$ cat config.mk
export PLATFORM = sky130hd
export DESIGN_NAME = id_decode
export DESIGN_NICKNAME = d
export VERILOG_FILES = /design/src/rtl/rv_pkg.sv /design/src/rtl/id_decode.sv
export SDC_FILE = /design/constraint.sdc
export NUM_CORES = 1
export LEC_CHECK = 0
export ABC_AREA = 1
export BUFFER_PORTS_ARGS = -buffer_cell sky130_fd_sc_hd__buf_4
export CORE_AREA = 2 2 172 174
export DETAILED_ROUTE_END_ITERATION = 6
export DIE_AREA = 0 0 174 176
export PLACE_DENSITY = 0.43
export SLEW_MARGIN = 20
export SYNTH_ARGS = -nofsm -noshare
export SYNTH_HDL_FRONTEND = slang
export SYNTH_SLANG_ARGS = --single-unit
$ cat constraint.sdc
create_clock -name vclk -period 1.8
set_input_delay 0.36 -clock vclk [all_inputs]
set_output_delay 0.36 -clock vclk [all_outputs]
set_load 0.01 [all_outputs]
$ cat src/rtl/rv_pkg.sv
package rv_pkg;

    // ======================================================================
    // datapath width
    // ======================================================================

    localparam int xlen = 64;

    // ======================================================================
    // major opcodes handled by the integer datapath
    // ======================================================================

    localparam logic [6:0] OPC_OP     = 7'b0110011;
    localparam logic [6:0] OPC_OP_IMM = 7'b0010011;
    localparam logic [6:0] OPC_LUI    = 7'b0110111;

    // ======================================================================
    // ALU operations
    // ======================================================================

    // PASS_B forwards operand two unchanged, which is how LUI gets its value
    typedef enum logic [3:0] {
        ADD    = 4'd0,
        SUB    = 4'd1,
        AND    = 4'd2,
        OR     = 4'd3,
        XOR    = 4'd4,
        SLL    = 4'd5,
        SRL    = 4'd6,
        SRA    = 4'd7,
        SLT    = 4'd8,
        SLTU   = 4'd9,
        PASS_B = 4'd10
    } alu_op_e;

    // ======================================================================
    // stage payloads
    // ======================================================================

    // decode to execute
    typedef struct packed {
        logic            valid;
        logic [xlen-1:0] pc;
        alu_op_e         alu_op;
        logic [xlen-1:0] op1;
        logic [xlen-1:0] op2;
        logic            reg_we;
        logic [4:0]      reg_waddr;
    } id_ex_t;

    // execute to writeback
    typedef struct packed {
        logic            valid;
        logic [xlen-1:0] pc;
        logic            reg_we;
        logic [4:0]      reg_waddr;
        logic [xlen-1:0] wdata;
    } ex_wb_t;

endpackage
$ cat src/rtl/id_decode.sv
module id_decode (
    input  logic                    inst_valid_i,
    input  logic [rv_pkg::xlen-1:0] pc_i,
    input  logic [31:0]             inst_i,
    input  logic [rv_pkg::xlen-1:0] rs1_data_i,
    input  logic [rv_pkg::xlen-1:0] rs2_data_i,
    output logic [4:0]              rs1_addr_o,
    output logic [4:0]              rs2_addr_o,
    output rv_pkg::id_ex_t          id_ex_o
);
    import rv_pkg::*;

    // ======================================================================
    // instruction fields
    // ======================================================================

    logic [6:0]      opcode;
    logic [4:0]      rd;
    logic [2:0]      funct3;
    logic [4:0]      rs1;
    logic [4:0]      rs2;
    logic [6:0]      funct7;

    logic [xlen-1:0] imm_i;
    logic [xlen-1:0] imm_u;
    logic [xlen-1:0] shamt;

    logic            is_op;
    logic            is_shift;
    logic            funct7_ok;
    logic            known;
    alu_op_e         base_op;

    assign opcode = inst_i[6:0];
    assign rd     = inst_i[11:7];
    assign funct3 = inst_i[14:12];
    assign rs1    = inst_i[19:15];
    assign rs2    = inst_i[24:20];
    assign funct7 = inst_i[31:25];

    assign rs1_addr_o = rs1;
    assign rs2_addr_o = rs2;

    assign imm_i = {{(xlen-12){inst_i[31]}}, inst_i[31:20]};
    assign imm_u = {{(xlen-32){inst_i[31]}}, inst_i[31:12], 12'b0};
    // RV64 shift amounts are six bits, taking bit 25 from the funct7 field
    assign shamt = {{(xlen-6){1'b0}}, inst_i[25:20]};

    assign is_op    = (opcode == OPC_OP);
    assign is_shift = (funct3 == 3'b001) || (funct3 == 3'b101);

    // only ADD/SUB and SRL/SRA have an alternate funct7 encoding
    assign funct7_ok = (funct7 == 7'b0000000) ||
                       ((funct7 == 7'b0100000) &&
                        ((funct3 == 3'b000) || (funct3 == 3'b101)));

    // ======================================================================
    // ALU operation
    // ======================================================================

    always_comb begin
        case (funct3)
            3'b000:  base_op = (is_op && funct7[5]) ? SUB : ADD;
            3'b001:  base_op = SLL;
            3'b010:  base_op = SLT;
            3'b011:  base_op = SLTU;
            3'b100:  base_op = XOR;
            3'b101:  base_op = funct7[5] ? SRA : SRL;
            3'b110:  base_op = OR;
            default: base_op = AND;
        endcase
    end

    // ======================================================================
    // payload
    // ======================================================================

    always_comb begin
        id_ex_o.valid     = inst_valid_i;
        id_ex_o.pc        = pc_i;
        id_ex_o.alu_op    = ADD;
        id_ex_o.op1       = rs1_data_i;
        id_ex_o.op2       = rs2_data_i;
        id_ex_o.reg_waddr = rd;
        known             = 1'b0;

        case (opcode)
            OPC_OP: begin
                id_ex_o.alu_op = base_op;
                known          = funct7_ok;
            end
            OPC_OP_IMM: begin
                id_ex_o.alu_op = base_op;
                id_ex_o.op2    = is_shift ? shamt : imm_i;
                known          = 1'b1;
            end
            OPC_LUI: begin
                id_ex_o.alu_op = PASS_B;
                id_ex_o.op1    = '0;
                id_ex_o.op2    = imm_u;
                known          = 1'b1;
            end
            default: begin
                // unknown opcode still flows down the pipe, it just never writes
                known = 1'b0;
            end
        endcase

        id_ex_o.reg_we = known && (rd != 5'd0);
    end

endmodule

==> reports/qor.txt <==
sequential cell area - 0 um^2
routed len/inst - 13.6 um
outcome - finished, violations left
Setup-failing EPs final - 118
drt drc - 0
Stages on worst setup path - 9
Crit. End Element - primary output
Tot GR Track Use - 8.39%
Die Height - 176 um
leakage power - 2.87 nW
routed wire length - 14.5 mm
Slew Limit Fails - 0
CP Max Fanout - 37
most common cell in the netlist - nand2_1
Rows - 62
Final HPWL DP - 12.3 mm
synth unique cells - 18
GPL Wtd Cong - 0.682
crit path DAT - 1.56 ns
vias in the first global route - 3473
share of layout cells above drive strength 1 - 55.4%
Core ar. - 28500 um^2
final core occ - 16.9%
Post-DRT Antenna Nets - 0
cell with the largest stage delay on the worst path - buf_12
hold path startpoint - pc_i[12]
total congestion overflow - 0
1st-pass router iterations - 4
largest area contributor in the netlist - buf_4
syn nets - 669
worst hold slack - 0.720 ns
clkbuf count - 0
FMAX - 521 MHz
RSZ-0062 raised after global routing - true
Worst Hold Depth - 0
initial antenna violation count - 0
crit start category - input pin
Hold Vio Cnt, Final - 0
# diodes - 0
min cycle time layout - 1.92 ns
die area - 30600 um^2
kind of critical path - in2out
Synth top cells by count - nand2_1 (127), buf_4 (82), inv_1 (72), nor2_1 (72), nand3_1 (54)
Synth area leaders - buf_4 (29%), nand2_1 (22%), inv_1 (13%)
Layout Area Growth over Synthesis - 126%
setup ws final - -0.118 ns
number of I/O port buffers - 308
Warnings, synthesis - 0
via count - 3446
hold buffer count at CTS - 0
Synth Area per Inst - 4.82 um^2
CP peak stage delay - 0.22 ns
Filler cells - 3290
Tcrit/Tclk final - 107%
top-area cell type share of the netlist area - 28.8%
Worst Tran Pin Value - 0.308 ns
proportion of synthesized chip area in sequential cells - 0%
Avg Vias per Cell - 3.24
HP Class - in2out
crit path launch - inst_i[2]
Mapped Cells - 444
crit-path leading delay family - buffers and inverters
number of sequential cells - 0
Post-Syn Area - 2140 um^2
largest net degree at the start of global routing - 38
critical-path cell list - buf_4 > nand4_1 > nor2_4 > buf_12 > nor2_4 > buf_12 > nand2_1 > nand3_1 > buf_4
io pins - 438
P per Cell Area - 189 nW/um^2
Critical Path RT - 1.44 ns
fin nets - 908
Max-cap violations - 0
initial drt markers - 51
die width - 174 um
failing checks - setup timing
Peak VDD IR - 54.5 uV
Starting Density - 7.49%
first-pass GRT wire length - 19.9 mm
Slew headroom - 79.4%
Buf+Inv Stages, Crit Path - 4
[per-layer routing]
metal / up-vias / track usage [%] / wire, um
met5: - / 0 / 0
met4: 0 / 2.77 / 519
met3: 42 / 2.17 / 1300
met2: 210 / 15.8 / 7490
met1: 1499 / 9.10 / 5230
li1: 1695 / - / -
[path summary, 6_finish.rpt]
path / slack [ns] / end
worst max-delay path: -0.12 / id_ex_o[64]
worst min-delay path: 0.72 / id_ex_o[150]
[report_power, final]
part / internal [mW] / leakage (nW) / total, mW / switching (mW)
clock: 0 / 0 / 0 / 0
sequential: 0 / 0 / 0 / 0
combinational: 0.540 / 2.87 / 0.914 / 0.373
[metrics by stage]
stage	setup WS, ns	cell area, um^2	TNS [ns]	instances	power, mW
after CTS	-0.159	4700	-9.51	1061	0.922
final	-0.118	4840	-7.27	1065	0.914
after floorplan	0.210	2140	0	444	0.442
after detailed placement	-0.222	4430	-19.62	1054	0.892
after global routing	-0.226	4840	-23.00	1065	0.996
after global placement	-0.195	4430	-17.92	1054	0.891
[final cells by class]
class | count | area (um^2) | area share, %
timing repair buffer | 341 | 2850 | 59.0
multi-input combinational | 266 | 1220 | 25.3
inverter | 74 | 278 | 5.74
tap | 384 | 480 | 9.93
[placed cells by master (no fill, tap or decap)]
master,Yosys,final
a211oi_1,1,1
clkbuf_16,0,3
nand2_1,127,121
o21ai_1,0,2
nor2_1,72,58
inv_2,2,3
buf_12,0,10
inv_1,72,71
buf_6,5,11
buf_16,0,3
nor2_2,2,9
nor2_4,2,9
buf_8,0,2
buf_4,82,312
nor3b_1,1,1
nand2_2,2,8
nand4_1,1,1
nor3_1,1,1
nand3_1,54,48
a21oi_2,0,1
nand3_2,0,6
[kinds of logic after synthesis]
family          count (synthesis)  synth area share, %
compound gates                  4                 1.05
buf+inv                       178                 48.3
simple gates                  262                 50.6
[repair_timing]
item,4_1_cts,5_1_grt
endpoints found under the setup margin,127,132
gates cloned,2,3
pin swaps,4,1
gates resized for setup,42,15
setup buffers,5,1
Power figures use the tool's default switching activity.
