`src/rtl/rv_pkg.sv`:
```
package rv_pkg;

    // ======================================================================
    // datapath width
    // ======================================================================

    localparam int xlen = 64;

    // ======================================================================
    // major opcodes handled by the integer datapath
    // ======================================================================

    localparam logic [6:0] OPC_OP     = 7'b0110011;
    localparam logic [6:0] OPC_OP_IMM = 7'b0010011;
    localparam logic [6:0] OPC_LUI    = 7'b0110111;

    // ======================================================================
    // ALU operations
    // ======================================================================

    // PASS_B forwards operand two unchanged, which is how LUI gets its value
    typedef enum logic [3:0] {
        ADD    = 4'd0,
        SUB    = 4'd1,
        AND    = 4'd2,
        OR     = 4'd3,
        XOR    = 4'd4,
        SLL    = 4'd5,
        SRL    = 4'd6,
        SRA    = 4'd7,
        SLT    = 4'd8,
        SLTU   = 4'd9,
        PASS_B = 4'd10
    } alu_op_e;

    // ======================================================================
    // stage payloads
    // ======================================================================

    // decode to execute
    typedef struct packed {
        logic            valid;
        logic [xlen-1:0] pc;
        alu_op_e         alu_op;
        logic [xlen-1:0] op1;
        logic [xlen-1:0] op2;
        logic            reg_we;
        logic [4:0]      reg_waddr;
    } id_ex_t;

    // execute to writeback
    typedef struct packed {
        logic            valid;
        logic [xlen-1:0] pc;
        logic            reg_we;
        logic [4:0]      reg_waddr;
        logic [xlen-1:0] wdata;
    } ex_wb_t;

endpackage
```
`src/rtl/reg_file.sv`:
```
module reg_file (
    input  logic                    clk,
    input  logic                    rst_n,
    input  logic [4:0]              rs1_addr_i,
    input  logic [4:0]              rs2_addr_i,
    input  logic                    we_i,
    input  logic [4:0]              waddr_i,
    input  logic [rv_pkg::xlen-1:0] wdata_i,
    output logic [rv_pkg::xlen-1:0] rs1_data_o,
    output logic [rv_pkg::xlen-1:0] rs2_data_o
);
    import rv_pkg::*;

    // x0 has no storage
    logic [xlen-1:0] regs [1:31];

    always_ff @(posedge clk) begin
        if (rst_n) begin
            for (int i = 1; i < 32; i++) begin
                regs[i] <= '0;
            end
        end else if (we_i && (waddr_i != 5'd0)) begin
            regs[waddr_i] <= wdata_i;
        end
    end

    // a read that hits the register being written this cycle gets the new data,
    // so a consumer two slots behind its producer sees the result
    assign rs1_data_o = (we_i && (waddr_i != 5'd0) && (waddr_i == rs1_addr_i)) ? wdata_i :
                        (rs1_addr_i == 5'd0) ? '0 :
                        regs[rs1_addr_i];

    assign rs2_data_o = (we_i && (waddr_i != 5'd0) && (waddr_i == rs2_addr_i)) ? wdata_i :
                        (rs2_addr_i == 5'd0) ? '0 :
                        regs[rs2_addr_i];

    // x0 must stay zero even while the writeback stage targets it
    a_x0_reads_zero : assert property (
        @(posedge clk) disable iff (rst_n)
        ((rs1_addr_i == 5'd0) -> (rs1_data_o == '0)) &&
        ((rs2_addr_i == 5'd0) -> (rs2_data_o == '0))
    ) else $error("register x0 read returned a nonzero value");

endmodule

```
`config.mk`:
```
export PLATFORM = sky130hd
export DESIGN_NAME = reg_file
export DESIGN_NICKNAME = d
export VERILOG_FILES = /design/src/rtl/rv_pkg.sv /design/src/rtl/reg_file.sv
export SDC_FILE = /design/constraint.sdc
export NUM_CORES = 2
export LEC_CHECK = 0
export BUFFER_PORTS_ARGS = -buffer_cell sky130_fd_sc_hd__buf_2
export CORE_MARGIN = 10
export CORE_UTILIZATION = 64
export DETAILED_ROUTE_END_ITERATION = 10
export PLACE_DENSITY = 0.93
export SLEW_MARGIN = 20
export SYNTH_ARGS = -nofsm -noshare
export SYNTH_HDL_FRONTEND = slang
export SYNTH_SLANG_ARGS = --single-unit
```
`constraint.sdc`:
```
create_clock -name clk -period 2.76 [get_ports clk]
set_input_delay 0.138 -clock clk [delete_from_list [all_inputs] [get_ports clk]]
set_output_delay 0.138 -clock clk [all_outputs]
set_load 0.1 [all_outputs]
```
==> flow_summary.ini, run 1 <==
[clocking]
cts_buffer_depth = 3
cts.sinks = 2048
root_buffer = clkbuf_16
numCtsBuffers = 198
h-tree-depth = 4

[synth]
synth.distinct_cells = 51
ys_ff_latch = 2048
synth_area_leaders = edfxtp_1, mux4_2, and2_1, mux2i_1, clkbuf_1
synth_top_area_cell = edfxtp_1
synthCells = 7210
syn_avg_cell_area_um2 = 15.1
synth_ff_type = edfxtp_1
yosys.area.top_type_share_pct = 56.5
synth_edf_count = 2048
ys.warnings.count = 0
synth_async_sr_flop_share_pct = 0
yosysSeqAreaShare_pct = 56.5
syn_area_mm2 = 0.109

[placed_design]
io_buffers = 209
routabilityCongestion = 0.921
dp_hpwl_mm = 225
pre_cts_ws_ns = -0.350

[sta]
worstEpCategory = output port
grt_worst_setup_endpoint = rs2_data_o[30]

[die]
io_pins = 210
die_h_um = 433
initial_core_util_pct = 64.4
row_count = 151
die_x_um = 433

[global_routing]
grt_antenna_before_repair = 72
grt_max_degree = 82
grtUsageTotal_pct = 73.5
overflow = 33

[run_status]
tool.error = [ERROR GRT-0232] Routing congestion too high. Check the congestion heatmap in the GUI.
lastStage = global routing
status = did not finish
[logic make-up after synthesis]
logic type / count (synthesis) / synth area share (%)
simple gates: 2236 / 12.6
flops: 2048 / 56.5
mux: 1292 / 22.3
buf+inv: 823 / 3.14
compound gates: 800 / 5.43
xor+xnor: 10 / 0.0804
other cells: 1 / 0.00344
[layer usage]
layer	track usage [%]	GRT overflow
met5	57.0	0
met4	70.2	17
met3	72.3	4
met2	83.0	9
met1	68.4	3
[synthesized netlist by cell type (all sizes together) (10+ instances only)]
cell type,count
or2,32
edfxtp,2048
a21oi,120
mux2i,388
a211o,60
nor2,55
o22ai,54
a32o,53
mux4,904
a211oi,153
nor2b,69
a22o,21
a22oi,199
clkbuf,586
buf,237
a2111oi,10
nand3b,11
o221ai,51
o21ai,47
and2,1988
nand2,47
[per-stage QoR]
stage | instance area [um^2] | hold WS, ns | utilization [%] | setup TNS [ns] | std cells
2_1_floorplan | 109000 | 0.237 | - | -0.720 | 7273
3_3_place_gp | 117000 | 0.608 | 69.2 | -8.02 | 9320
3_5_place_dp | 117000 | 0.629 | 69.2 | -10.32 | 9320
4_1_cts | 127000 | 0.225 | 75.1 | -11.83 | 9817
[timing repair]
action,4_1_cts
endpoints found under the setup margin,128
hold buffers,64
resized for setup,654
setup buffers,76
pin swaps,332
gates cloned,1
endpoints found under the hold margin,2038
==> run 2, diff against run 1 <==
--- a/config.mk
+++ b/config.mk
@@ -7,9 +7,9 @@
 export LEC_CHECK = 0
 export BUFFER_PORTS_ARGS = -buffer_cell sky130_fd_sc_hd__buf_2
 export CORE_MARGIN = 10
-export CORE_UTILIZATION = 64
+export CORE_UTILIZATION = 40
 export DETAILED_ROUTE_END_ITERATION = 10
-export PLACE_DENSITY = 0.93
+export PLACE_DENSITY_LB_ADDON = 0.15
 export SLEW_MARGIN = 20
 export SYNTH_ARGS = -nofsm -noshare
 export SYNTH_HDL_FRONTEND = slang
==> run 2 against run 1 <==
Against the previous run: the flow now finishes, with violations (negative setup slack); synthesized cell count is the same; synthesized area unchanged.
==> flow_summary.ini, run 2 <==
[run_status]
status = finished, violations left
violations = negative setup slack

[pwr]
p_clk_share_pct = 37.6
internal_power_mw = 59.2
netSwitchingPower_mw = 22.9
powerDensity_mw_per_mm2 = 626
irDropWorstVdd_mv = 0.572
pwr-share-seq_pct = 44.8
total_power_mw = 82.2
switching_share_pct = 27.9
leakage_nw = 45.6
comb_power_share_pct = 17.6

[worst_setup_path]
cp-start-kind = flip-flop
worst_setup_path_end_kind = output port
cp.depth = 7
crit_start = regs[14][18]
required_ns = 2.62
crit_path_end = rs2_data_o[18]
cp.buffers_inverters = 2
cp.arrival_ns = 2.95
crit_type = reg2out
cpMaxStageDelayCell = mux4_2
crit_family = compound AO/OA/AOI/OAI gates
critPathMaxStageDelay_ns = 0.47
path_common_cell = a22o_1
critPathMaxFanout = 2
crit_chain = mux4_2 > a22o_1 > a2111oi_4 > buf_4 > a21oi_2 > a22o_1 > buf_12

[synth]
synth_edf_count = 2048
syn_avg_cell_area_um2 = 15.1
syn_area_mm2 = 0.109
synth_common_cells = edfxtp_1, and2_1, mux4_2
synth_top_area_cell = edfxtp_1
ys_ff_latch = 2048
synth_area_leaders = edfxtp_1, mux4_2, and2_1, mux2i_1, clkbuf_1
yosysMostFrequentCell = edfxtp_1
yosysSeqAreaShare_pct = 56.5
yosys.area.top_type_share_pct = 56.5
synthCells = 7210
synth_ff_type = edfxtp_1
ys.warnings.count = 0
synth.distinct_cells = 51
synth_async_sr_flop_share_pct = 0

[cells_and_area]
drive_above_1_share_pct = 33.2
layout_common_cells = edfxtp_1, and2_1, mux4_2
regMostFlops = regs
n_fill_cell = 22900
finalInstanceArea_mm2 = 0.131
utilization_pct = 48.5
final_net_count = 7612
syn_to_final_growth_pct = 20.6
top_regs = regs (2048)
largest_reg_flops = 2048
final_cells = 11300
final_common_cell = edfxtp_1

[die]
initial_core_util_pct = 40.2
io_pins = 210
row_count = 191
coreArea_mm2 = 0.271
dieArea_mm2 = 0.294
die_h_um = 542
die_x_um = 542

[sta]
post-route-period-util_pct = 112
fmax_ghz = 0.324
finalSetupTns_ns = -10.13
timing.hold.ws_ns = 0.0805
fin_ws_ns = -0.325
max_slew_margin_pct = 33.4
fin_crit_ns = 3.08
setup_viol = 97
slew_viol_final = 0
finalHoldViolCount = 0
worstMarginPinSlew_ns = 1.00
rsz0062_at_grt = true

[routing]
final_antenna_net_count = 0
routedWlPerCell_um = 39.6
drtPass1Iterations = 6
wl_mm = 448
viasPerCell = 6.53
drc = 0
vias = 73900
drtIter0Drc = 11800

[clocking]
h-tree-depth = 4
cts.sinks = 2048
cts_tree = done
cts_buffer_depth = 4
numCtsBuffers = 232
root_buffer = clkbuf_16
path_clk_slew_ns = 0.06

[global_routing]
grt_pass1_vias = 74100
grt_max_degree = 65
grtUsageTotal_pct = 29.8
overflow = 0
grt_antenna_before_repair = 39
grt_pass1_wl_mm = 615

[placed_design]
io_buffers = 209
dp_hpwl_mm = 255
routabilityCongestion = 0.855
placed_cell_area_mm2 = 0.121
dp.cells = 10800
pre_cts_ws_ns = -0.344

[hold_path]
hold_path.class = in2reg

[job]
max_cap_violations = 0
run 2: what timing repair did:
action	4_1_cts	5_1_grt
endpoints found under the hold margin	2030	0
pin swaps	365	72
buffers inserted	21	4
setup endpoints to repair	128	128
hold buffers	64	0
gates resized for setup	577	92
run 2: worst min-delay path by stage:
stage               cells after the start  slack, ns        from      endpoint
floorplan                               0       0.24  wdata_i[0]    regs[0][0]
CTS                                     2       0.01       rst_n  regs[30][63]
global placement                        1       0.59  wdata_i[4]    regs[0][4]
global route                            2       0.05       rst_n  regs[30][63]
detailed placement                      1       0.59  wdata_i[4]    regs[0][4]
finish                                  2       0.08       rst_n  regs[30][11]
run 2: final cells by class:
cell class	instances	area [um^2]	area share (%)
Clock inverter	139	1280	0.975
Timing Repair Buffer	846	10900	8.31
Multi-Input combinational cell	4402	47000	35.8
Sequential cell	2048	61500	46.8
Antenna cell	36	90.1	0.0686
Tap cell	3570	4470	3.40
Clock buffer	279	6050	4.60
run 2: cells by family (layout without fill, tap and decap cells):
logic type      count (synthesis)  in the layout  share of synthesized area, %
buf+inv                       823           1264                          3.14
flops                        2048           2048                          56.5
simple gates                 2236           2236                          12.6
compound gates                800            800                          5.43
other cells                     1            100                       0.00344
mux                          1292           1292                          22.3
xor+xnor                       10             10                        0.0804
run 2: routing by layer:
layer / vias to the layer above / GRT usage, % / wire (um)
li1: 28600 / - / -
met1: 38900 / 40.9 / 172000
met2: 5358 / 45.3 / 202000
met3: 1035 / 6.64 / 52000
met4: 4 / 13.5 / 22300
met5: - / 0 / 20
run 2: power groups by stage:
stage	clock network (mW)	registers, mW	logic, mW
after floorplan	0	37.1	7.81
after detailed placement	0	37.4	13.4
after CTS	31.1	36.8	14.2
final	30.9	36.8	14.5
after global placement	0	37.3	13.4
after global routing	32.3	37.0	14.8
Power figures use the tool's default switching activity.
